[config.mk]
export PLATFORM = sky130hd
export DESIGN_NAME = l1d_cache
export DESIGN_NICKNAME = d
export VERILOG_FILES = /design/src/verilog/l1d_pkg.sv /design/src/verilog/l1d_ifs.sv /design/src/verilog/l1d_cache.sv /design/src/verilog/l1d_ctrl.sv /design/src/verilog/l2_handshake.sv /design/src/verilog/l1d_data_array.sv
export SDC_FILE = /design/constraint.sdc
export NUM_CORES = 2
export LEC_CHECK = 0
export BUFFER_PORTS_ARGS = -buffer_cell sky130_fd_sc_hd__buf_2
export CAP_MARGIN = 10
export CORE_AREA = 2 2 595 597
export DETAILED_ROUTE_END_ITERATION = 6
export DIE_AREA = 0 0 597 599
export PLACE_DENSITY = 0.69
export SLEW_MARGIN = 20
export SYNTH_ARGS = -nofsm -noshare
export SYNTH_HDL_FRONTEND = slang
export SYNTH_MEMORY_MAX_BITS = 65536
export SYNTH_SLANG_ARGS = --single-unit
[constraint.sdc]
create_clock -name clk -period 9.6 [get_ports clk]
set_clock_uncertainty 0.1 [all_clocks]
set_input_delay 1.44 -clock clk [delete_from_list [all_inputs] [get_ports clk]]
set_output_delay 1.44 -clock clk [all_outputs]
set_load 0.03 [all_outputs]
[src/verilog/l1d_pkg.sv]
package l1d_pkg;

    // cpu side
    localparam int addr_w = 16;             // byte address
    localparam int word_w = 32;

    // line geometry
    localparam int words_per_line = 4;
    localparam int line_w = words_per_line * word_w;
    localparam int off_w = 2;               // word offset, byte bits below are dropped

    // set geometry
    localparam int sets = 16;
    localparam int idx_w = 4;

    // two ways only, the lru is a single bit per set
    localparam int ways = 2;

    // what is left of the address above index and offset
    localparam int tag_w = addr_w - idx_w - off_w - 2;

    // address of a whole line as level two sees it
    localparam int line_addr_w = tag_w + idx_w;

    // field positions inside cpu_addr
    localparam int off_lsb = 2;
    localparam int idx_lsb = off_lsb + off_w;
    localparam int tag_lsb = idx_lsb + idx_w;

endpackage
[src/verilog/l1d_ifs.sv]
// controller <-> line storage
interface l1d_array_if;
    import l1d_pkg::*;

    logic [idx_w-1:0]  index;
    logic              way;
    logic [off_w-1:0]  offset;
    logic              update;        // merge wdata into one word
    logic [word_w-1:0] wdata;
    logic              refill;        // replace the whole line
    logic [line_w-1:0] fill_line;
    logic [word_w-1:0] rdata;         // combinational word read
    logic [line_w-1:0] victim_line;   // combinational line read

    modport ctrl (
        output index, way, offset, update, wdata, refill, fill_line,
        input  rdata, victim_line
    );

    modport array (
        input  index, way, offset, update, wdata, refill, fill_line,
        output rdata, victim_line
    );

endinterface

// controller <-> level two sequencer
interface mem_port_if;
    import l1d_pkg::*;

    logic                   start;      // one cycle
    logic                   we;
    logic [line_addr_w-1:0] line_addr;
    logic [line_w-1:0]      wline;
    logic                   done;       // one cycle
    logic [line_w-1:0]      rline;      // held after done

    modport ctrl (output start, we, line_addr, wline, input done, rline);

    modport port (input start, we, line_addr, wline, output done, rline);

endinterface

[src/verilog/l1d_cache.sv]
module l1d_cache (
    input  logic                            clk,
    input  logic                            nrst,
    // cpu side
    input  logic                            cpu_req,
    input  logic                            cpu_we,
    input  logic [l1d_pkg::addr_w-1:0]      cpu_addr,
    input  logic [l1d_pkg::word_w-1:0]      cpu_wdata,
    input  logic                            flush,
    output logic                            cpu_ack,
    output logic [l1d_pkg::word_w-1:0]      cpu_rdata,
    output logic                            miss,
    // level two side
    output logic                            mem_req,
    output logic                            mem_we,
    output logic [l1d_pkg::line_addr_w-1:0] mem_addr,
    output logic [l1d_pkg::line_w-1:0]      mem_wdata,
    input  logic                            mem_ack,
    input  logic [l1d_pkg::line_w-1:0]      mem_rdata
);

    l1d_array_if arr_if ();
    mem_port_if  mem_if ();

    l1d_ctrl u_ctrl (
        .clk       (clk),
        .nrst      (nrst),
        .cpu_req   (cpu_req),
        .cpu_we    (cpu_we),
        .cpu_addr  (cpu_addr),
        .cpu_wdata (cpu_wdata),
        .flush     (flush),
        .cpu_ack   (cpu_ack),
        .cpu_rdata (cpu_rdata),
        .miss      (miss),
        .arr       (arr_if.ctrl),
        .mem       (mem_if.ctrl)
    );

    l1d_data_array u_data (
        .clk  (clk),
        .nrst (nrst),
        .arr  (arr_if.array)
    );

    l2_handshake u_l2 (
        .clk       (clk),
        .nrst      (nrst),
        .mem       (mem_if.port),
        .mem_req   (mem_req),
        .mem_we    (mem_we),
        .mem_addr  (mem_addr),
        .mem_wdata (mem_wdata),
        .mem_ack   (mem_ack),
        .mem_rdata (mem_rdata)
    );

endmodule

[src/verilog/l1d_ctrl.sv]
module l1d_ctrl (
    input  logic                       clk,
    input  logic                       nrst,
    input  logic                       cpu_req,
    input  logic                       cpu_we,
    input  logic [l1d_pkg::addr_w-1:0] cpu_addr,
    input  logic [l1d_pkg::word_w-1:0] cpu_wdata,
    input  logic                       flush,
    output logic                       cpu_ack,
    output logic [l1d_pkg::word_w-1:0] cpu_rdata,
    output logic                       miss,
    l1d_array_if.ctrl                  arr,
    mem_port_if.ctrl                   mem
);
    import l1d_pkg::*;

    typedef enum logic [2:0] {
        IDLE,
        COMPARE,
        WRITE_BACK,
        ALLOCATE,
        DONE
    } state_t;

    state_t state, next_state;

    logic [tag_w-1:0] cpu_tag;
    logic [idx_w-1:0] index;
    logic [off_w-1:0] offset;

    logic [ways-1:0][tag_w-1:0] tag_mem [sets];
    logic [sets-1:0][ways-1:0]  valid;
    logic [sets-1:0][ways-1:0]  dirty;
    logic [sets-1:0]            lru;      // way to replace next

    logic [ways-1:0] match;
    logic            hit;
    logic            way_sel;            // hit way, else victim
    logic            way_reg;
    logic            victim_dirty;
    logic            start_q;

    // cpu holds the address until cpu_ack, so no copy is kept
    assign cpu_tag = cpu_addr[tag_lsb +: tag_w];
    assign index   = cpu_addr[idx_lsb +: idx_w];
    assign offset  = cpu_addr[off_lsb +: off_w];

    always_comb
    begin
        for (int w = 0; w < ways; w++)
            match[w] = valid[index][w] && (tag_mem[index][w] == cpu_tag);
    end

    assign hit = |match;

    // hit first, then a free way, then the lru choice
    always_comb
    begin
        if (match[0])
            way_sel = 1'b0;
        else if (match[1])
            way_sel = 1'b1;
        else if (!valid[index][0])
            way_sel = 1'b0;
        else if (!valid[index][1])
            way_sel = 1'b1;
        else
            way_sel = lru[index];
    end

    assign victim_dirty = valid[index][way_sel] && dirty[index][way_sel];

    always_ff @(posedge clk or negedge nrst)
    begin
        if (!nrst)
            state <= IDLE;
        else
            state <= next_state;
    end

    always_comb
    begin
        next_state = state;
        case (state)
            IDLE:
                if (cpu_req)
                    next_state = COMPARE;
            COMPARE:
                if (hit)
                    next_state = DONE;
                else if (victim_dirty)
                    next_state = WRITE_BACK;
                else
                    next_state = ALLOCATE;
            WRITE_BACK:
                if (mem.done)
                    next_state = ALLOCATE;
            ALLOCATE:
                if (mem.done)
                    next_state = COMPARE;   // retried, hits this time
            DONE:
                if (!cpu_req)
                    next_state = IDLE;
            default:
                next_state = IDLE;
        endcase
    end

    always_ff @(posedge clk or negedge nrst)
    begin
        if (!nrst)
        begin
            miss    <= 1'b0;
            start_q <= 1'b0;
            way_reg <= 1'b0;
        end
        else
        begin
            miss    <= (state == COMPARE) && !hit;
            // kick level two on entry to WRITE_BACK or ALLOCATE
            start_q <= ((state == COMPARE) && !hit) || ((state == WRITE_BACK) && mem.done);
            if (state == COMPARE)
                way_reg <= way_sel;
        end
    end

    always_ff @(posedge clk)
    begin
        if ((state == COMPARE) && hit)
            cpu_rdata <= arr.rdata;
    end

    assign cpu_ack = (state == DONE);

    always_ff @(posedge clk or negedge nrst)
    begin
        if (!nrst)
        begin
            valid <= '0;
            dirty <= '0;
            lru   <= '0;
        end
        else
        begin
            case (state)
                IDLE:
                    if (flush && !cpu_req)
                    begin
                        valid <= '0;    // dirty data is dropped
                        dirty <= '0;
                    end
                COMPARE:
                    if (hit)
                    begin
                        lru[index] <= ~way_sel;
                        if (cpu_we)
                            dirty[index][way_sel] <= 1'b1;
                    end
                ALLOCATE:
                    if (mem.done)
                    begin
                        valid[index][way_reg] <= 1'b1;
                        dirty[index][way_reg] <= 1'b0;
                    end
                default:
                    ;
            endcase
        end
    end

    always_ff @(posedge clk)
    begin
        if ((state == ALLOCATE) && mem.done)
            tag_mem[index][way_reg] <= cpu_tag;
    end

    // the way is live from the compare, registered afterwards
    assign arr.index     = index;
    assign arr.way       = (state == COMPARE) ? way_sel : way_reg;
    assign arr.offset    = offset;
    assign arr.update    = (state == COMPARE) && hit && cpu_we;
    assign arr.wdata     = cpu_wdata;
    assign arr.refill    = (state == ALLOCATE) && mem.done;
    assign arr.fill_line = mem.rline;

    assign mem.start     = start_q;
    assign mem.we        = (state == WRITE_BACK);
    assign mem.line_addr = (state == WRITE_BACK) ? {tag_mem[index][way_reg], index}
                                                 : {cpu_tag, index};
    assign mem.wline     = arr.victim_line;

endmodule

[src/verilog/l2_handshake.sv]
module l2_handshake (
    input  logic                            clk,
    input  logic                            nrst,
    mem_port_if.port                        mem,
    output logic                            mem_req,
    output logic                            mem_we,
    output logic [l1d_pkg::line_addr_w-1:0] mem_addr,
    output logic [l1d_pkg::line_w-1:0]      mem_wdata,
    input  logic                            mem_ack,
    input  logic [l1d_pkg::line_w-1:0]      mem_rdata
);
    import l1d_pkg::*;

    typedef enum logic [1:0] {
        H_IDLE,
        H_REQ,      // req high, waiting for ack
        H_WAIT      // req low, waiting for ack to drop
    } hs_state_t;

    hs_state_t hs_state;

    logic [line_w-1:0] rline_q;
    logic              done_q;

    always_ff @(posedge clk or negedge nrst)
    begin
        if (!nrst)
        begin
            hs_state <= H_IDLE;
            mem_we   <= 1'b0;
            done_q   <= 1'b0;
        end
        else
        begin
            done_q <= 1'b0;
            case (hs_state)
                H_IDLE:
                    if (mem.start)
                    begin
                        hs_state <= H_REQ;
                        mem_we   <= mem.we;
                    end
                H_REQ:
                    if (mem_ack)
                        hs_state <= H_WAIT;
                H_WAIT:
                    if (!mem_ack)
                    begin
                        hs_state <= H_IDLE;
                        mem_we   <= 1'b0;
                        done_q   <= 1'b1;
                    end
                default:
                    hs_state <= H_IDLE;
            endcase
        end
    end

    // payload, no reset
    always_ff @(posedge clk)
    begin
        if ((hs_state == H_IDLE) && mem.start)
        begin
            mem_addr  <= mem.line_addr;
            mem_wdata <= mem.wline;
        end
        if ((hs_state == H_REQ) && mem_ack)
            rline_q <= mem_rdata;   // only meaningful for reads
    end

    assign mem_req   = (hs_state == H_REQ);
    assign mem.done  = done_q;
    assign mem.rline = rline_q;

endmodule

[src/verilog/l1d_data_array.sv]
module l1d_data_array (
    input  logic       clk,
    input  logic       nrst,
    l1d_array_if.array arr
);
    import l1d_pkg::*;

    typedef logic [words_per_line-1:0][word_w-1:0] line_t;

    // one line per set and way
    line_t line_mem [sets][ways];

    line_t cur_line;
    line_t merged_line;

    // selected line, used for both reads
    assign cur_line = line_mem[arr.index][arr.way];

    always_comb
    begin
        merged_line = cur_line;
        merged_line[arr.offset] = arr.wdata;
    end

    // no writes while the controller is held in reset
    always_ff @(posedge clk)
    begin
        if (nrst)
        begin
            if (arr.refill)
                line_mem[arr.index][arr.way] <= arr.fill_line;
            else if (arr.update)
                line_mem[arr.index][arr.way] <= merged_line;   // write hit
        end
    end

    assign arr.rdata       = cur_line[arr.offset];
    assign arr.victim_line = cur_line;

endmodule

* After elaboration in Yosys (flattened, before gate mapping)
Memories as Yosys holds them, arrays and structs flattened. Cells that the tools add are included.
Storage, ports and cells: flip-flop bits (word level) 390, bits in writable memories 4352, bits of input ports 182, output and inout bits 176, word-level logic and storage cells 695, memories 2
Cells by class: magnitude comparators 10, equal/unequal tests 18, muxes and demuxes 328, bitwise gates (word level) 262, reductions and logical operators 31
Memory list:
- u_data.line_mem | depth 16, width 256, read ports 1, clocked after memory_dff 0, write ports 1, RTL line l1d_data_array.sv:11 | line_t line_mem [sets][ways];
- u_ctrl.tag_mem | depth 16, width 16, read ports 1, clocked after memory_dff 0, write ports 1, RTL line l1d_ctrl.sv:31 | logic [ways-1:0][tag_w-1:0] tag_mem [sets];
Operator list (number):
- two-way mux 128 bit | 4
- two-way mux 256 bit | 2
- two-way mux 1 bit | 279
- bitwise OR 1 bit | 256
- two-way mux 32 bit | 7
- bitwise mux 128 bit | 1
- demux 128 bit (select 1 bit) | 1
- case mux 32 bit (3 select lines) | 1
- binary-select mux 32 bit (select 2 bit) | 1
- demux 32 bit (select 2 bit) | 1
- bitwise OR 32 bit | 2
- case mux 32 bit (2 select lines) | 1
- bitwise AND 32 bit | 1
- inverter 32 bit | 1
- two-way mux 8 bit | 3
- binary-select mux 2 bit (select 4 bit) | 2
- bitwise mux 16 bit | 1
- demux 2 bit (select 4 bit) | 2
- equality test 8 bit | 2
- logical AND 1 bit | 16
- two-way mux 16 bit | 1
- two-way mux 3 bit | 5
- case mux 3 bit (5 select lines) | 1
- two-way mux 2 bit | 7
- 35 further kinds | 51

* Longest topological paths before layout
word-level depth 16, gate-level depth with buffers 16, depth with buffers taken out 10

* By module
A second synthesis with hierarchy kept.
Second synthesis, totals: cell total of the unflattened synthesis 9802, area total of the unflattened synthesis 187673.7 um^2
Modules (own cells, without submodules):
- l1d_data_array | instances 1, cells an instance 8210, area each 161070.7 um^2, sequential area each 122998.0 um^2
- l1d_ctrl | instances 1, cells an instance 1308, area each 18365.1 um^2, sequential area each 10800.4 um^2
- l2_handshake | instances 1, cells an instance 284, area each 8237.9 um^2, sequential area each 8147.8 um^2

* Least setup slack after synthesis
Ideal clock, no wire load.
kind input port to flip-flop, start input port cpu_addr[5] (netlist bit), end memory u_data.line_mem[15][128] (netlist bit), enable pin, setup time 0.617 ns, data arrival time 9.539 ns, data required time 8.883 ns, slack -0.656 ns, cell stages on the path 13, buffers on the path 5, cell sequence buf_6 -> buf_4 -> mux4_2 -> mux4_2 -> xnor2_1 -> o211a_1 -> and4_1 -> buf_2 -> buf_2 -> o211a_1 -> o211ai_1 -> buf_2 -> nor2_1
On the way: cells in the longest elaborated chain, start to end 14, elaborated cells on any way between the ends 29, classes of those cells order compare (2); eq/ne (2); mux (16); bitwise (2); reduce/logical (6); memory (1)
Ends and longest elaborated chain:
- from (decl) | RTL line l1d_cache.sv:7 | input logic [l1d_pkg::addr_w-1:0] cpu_addr,
- parallel branches: the longest is 14 deep, another holds memory read (16 x 16 bit)
- to (decl) | RTL line l1d_data_array.sv:11
Parallel ways; which one is timed is not known. The select of a mux whose other input is x is not followed.

* Worst setup path in the final report
start input port cpu_addr[6] (netlist bit), end memory u_data.line_mem[10][17] (netlist bit), enable pin
On the way: cells in the longest elaborated chain, start to end 14, elaborated cells on any way between the ends 29, classes of those cells order compare (2); eq/ne (2); mux (16); bitwise (2); reduce/logical (6); memory (1)
Ends and longest elaborated chain:
- parallel branches: the longest is 5 deep, another holds memory read (16 x 16 bit)
- two-way mux 1 bit * | RTL line l1d_ctrl.sv:59 | if (match[0])
- two-way mux 1 bit * | RTL line l1d_ctrl.sv:179 | assign arr.way = (state == COMPARE) ? way_sel : way_reg;
- named net arr_if.way | RTL line l1d_ifs.sv:6 | logic way;
- inverter 1 -> 2 bit (implied by the code) * | RTL line l1d_data_array.sv:31, l1d_data_array.sv:33
- greater-or-equal comparator 2 bit (implied by the code) / less-than comparator 2 x 1 -> 1 bit (equally long branches) | RTL line l1d_data_array.sv:31, l1d_data_array.sv:33
- logical AND 1 bit (implied by the code) | RTL line l1d_data_array.sv:31, l1d_data_array.sv:33
- two-way mux 128 bit (implied by the code) | RTL line l1d_data_array.sv:31, l1d_data_array.sv:33
- demux 128 bit (select 1 bit) * | RTL line l1d_data_array.sv:31, l1d_data_array.sv:33
- two-way mux 256 bit (on tied branches) | RTL line l1d_data_array.sv:31, l1d_data_array.sv:33
- bitwise OR 1 bit (no source line) *
Mark *: on every way through the listed nets, which the timed path passes. The select of a mux whose other input is x is not followed.

==> results.cfg <==
[sta]
tightest_slew_ns = 1.229
min_period_over_period_pct = 71.92
maxSlewHeadroom_pct = 17.88
hold_viol = 0
period_needed_ns = 6.905
rsz0062_at_grt = no
setup_viol = 0
final_max_slew_viol_count = 0
fmax_mhz = 144.8

[clock_tree]
cts_resized = 0
clk_transition_reported_paths_ns = 0.07
cts_num_sinks = 4742
clk_path_buf_depth = 4
cts_tree = built
htreeDepth = 5
clkLatencyLatePin_ns = 1.01
cts_setup_buffers = 0
cts_made_buffers = 448
cts_hold_buffers = 0
root_buffer = clkbuf_16

[die]
io_pins = 358
core.rowCount = 218
core_area_um2 = 351300
start_util_pct = 52.75
chipWidth_um = 597
die-area_um2 = 357600
fp.dieH_um = 599

[layout]
reg_top3 = u_data.line_mem: 4096 flops, u_ctrl.tag_mem: 256 flops
drive_above_1_share_pct = 32.54
n_fill_cell = 24010
max_flop_register = u_data.line_mem
largest_reg_flops = 4096
final_common_cell = edfxtp_1
fin_cells = 13900
final_cell_area_um2 = 210000
area_delta_synth_final_pct = 13.31
fin_nets = 8982
layout_common_cells = edfxtp_1 (4652), mux4_2 (1360), clkbuf_16 (455)

[worst_setup_path]
path_cells = buf_8 -> buf_4 -> and2_1 -> a22o_1 -> nor2_1 -> nor4b_2 -> a41o_4 -> nand2_1 -> inv_2 -> o211ai_1 -> buf_4 -> nor2_4 -> buf_4
required_ns = 10.09
critPathKind = primary input to flop
cp-end-kind = flop
critPathMostFrequentCell = buf_4
cp-start-kind = primary input
setup.worst_path.start = cpu_addr[6]
slowest_stage = nor2_4
regToRegStartpoint = u_ctrl.tag_mem[1][9]$_DFFE_PP_
cp.arrival_ns = 7.40
critPathMaxFanout = 55
worst_path_largest_cell_delay_ns = 0.84

[yosys]
yosys_warnings = 0
yosys_register_bits = 4742
synth_top_area_share_pct = 75.38
syn-instance-count = 8182
avgSynthCellArea_um2 = 22.65
yosys_most_used_dff = edfxtp_1
synth_nets = 8364
synth_cell_types = 67
ys_async_sr_fraction_pct = 1.898
synth_area_leaders = edfxtp_1 (75%), mux4_2 (17%), mux2_2 (1.5%)
yosysSeqAreaShare_pct = 76.59
synth_area_um2 = 185300
synth_edf_count = 4652
yosys.area.top_type = edfxtp_1

[pwr]
p_switching_w = 0.01189
clockPowerShare_pct = 38.0
p_sw_share_pct = 25.46
vdd_ir_drop_max_mv = 0.1804
p_seq_share_pct = 50.9
p_per_area_nw_per_um2 = 222.4
internal_power_w = 0.03481
combPwrFrac_pct = 11.1
power_leakage_nw = 66.04

[place]
place_area_um2 = 195000
portBuffers = 355
dpl.cell_count = 12970
hpwl_mm = 324.4
gp_congestion = 0.9467

[drt]
vias = 94830
vias_per_cell = 6.822
firstDrtPassIters = 6
ant_nets = 0
wl_mm = 536.0
drtIter0Drc = 14470
wl_per_cell_um = 38.56
drc = 0

[global_route]
grt_usage_pct = 29.88
grt_max_degree = 146
first_global_vias = 92840
antenna_found_initial = 50
grt_pass1_wl_mm = 737.8
grt_overflow = 0

[hold_path]
hp-class = primary input to asynchronous set/reset pin

[job]
maxCapViolations = 0

[outcome]
status = finished, final reports clean
-- through the flow --
step	utilization (%)	TNS [ns]	hold slack (ns)	total power, W	worst slack (ns)
2_1_floorplan	-	-2396.82	0.3434	0.02690	-0.6560
3_3_place_gp	55.44	0	0.3691	0.02913	1.729
3_5_place_dp	55.51	0	0.3800	0.02922	1.812
4_1_cts	59.68	0	0.1743	0.04664	2.807
5_1_grt	59.74	0	0.2060	0.04769	2.430
6_report	59.77	0	0.2079	0.04669	2.695
-- synthesized netlist by cell type (all sizes together), types with 2 or more instances --
cell	n
a211oi	10
a21boi	2
a21o	7
a21oi	14
a221oi	2
a22o	8
a22oi	6
a2bb2oi	17
a31oi	137
a41oi	3
and2	8
and3	6
and4	34
buf	174
clkbuf	326
clkinv	2
dfrtp	90
edfxtp	4652
inv	7
mux2	253
mux2i	49
mux4	1362
nand2	152
nand2b	8
nand3	256
nand3b	2
nor2	298
nor2b	13
nor3	4
nor4b	2
o211a	3
o211ai	6
o21ai	71
o21bai	2
o22ai	2
o2bb2ai	4
o311ai	125
o31ai	33
or2	4
or3	4
xnor2	11
xor2	3
-- kinds of logic (layout without fill, tap and decap cells) --
family                 after synthesis  in the layout  synth area share, %
AO/OA/AOI/OAI                      458            458                1.815
XOR/XNOR                            14             14              0.06616
buffers and inverters              509           1506                1.200
flip-flops                        4742           4742                76.59
multiplexers                      1664           1664                18.36
other                                0            102                    0
AND/OR/NAND/NOR                    795            795                1.968
-- final cells by class --
| cell class | count | area [um^2] | share of cell area [%] |
|---|---|---|---|
| Antenna cell | 102 | 255.2 | 0.1216 |
| Clock buffer | 554 | 11840 | 5.637 |
| Clock inverter | 275 | 2810 | 1.338 |
| Inverter | 9 | 38.79 | 0.01847 |
| Multi-Input combinational cell | 2931 | 41540 | 19.78 |
| Sequential cell | 4742 | 141900 | 67.60 |
| Tap cell | 4620 | 5781 | 2.753 |
| Timing Repair Buffer | 668 | 5774 | 2.750 |
-- power by group through the flow --
stage	sequential, W	clock [W]	combinational, W
after floorplan	0.0243	0	0.00259
after global placement	0.0242	0	0.00494
after detailed placement	0.0242	0	0.00503
after CTS	0.0238	0.0178	0.00505
after global routing	0.0237	0.0186	0.00533
final	0.0238	0.0177	0.00519
-- per-layer routing --
layer,up-vias,part of all wire (%),GRT usage [%]
met2,6371,47,46.32
met4,16,8.8,21.46
met5,-,0.048,0.2941
li1,36420,-,-
met1,50680,34,38.07
met3,1341,9.9,6.094
-- critical path: cells and delay by family --
kind / cells / cell delay [ns]
AOI/OAI and AO/OA: 3 / 0.85
buffers and inverters: 5 / 2.37
and+or+nand+nor: 5 / 2.46
-- final timing paths --
check                                               endpoint  slack, ns  cells past startpoint
setup / recovery           u_data.line_mem[10][17]$_DFFE_PP_       2.70                     13
hold / removal                  u_ctrl.dirty[14]$_DFFE_PN0P_       0.21                      1
setup reg to reg           u_data.line_mem[10][17]$_DFFE_PP_       3.78                     12
hold reg to reg                  u_ctrl.valid[9]$_DFFE_PN0P_       0.40                      2
max in group asynchronous          u_ctrl.lru[9]$_DFFE_PN0P_       7.92                      2
min in group clk                 u_ctrl.valid[9]$_DFFE_PN0P_       0.40                      2
Power figures use the tool's default switching activity.
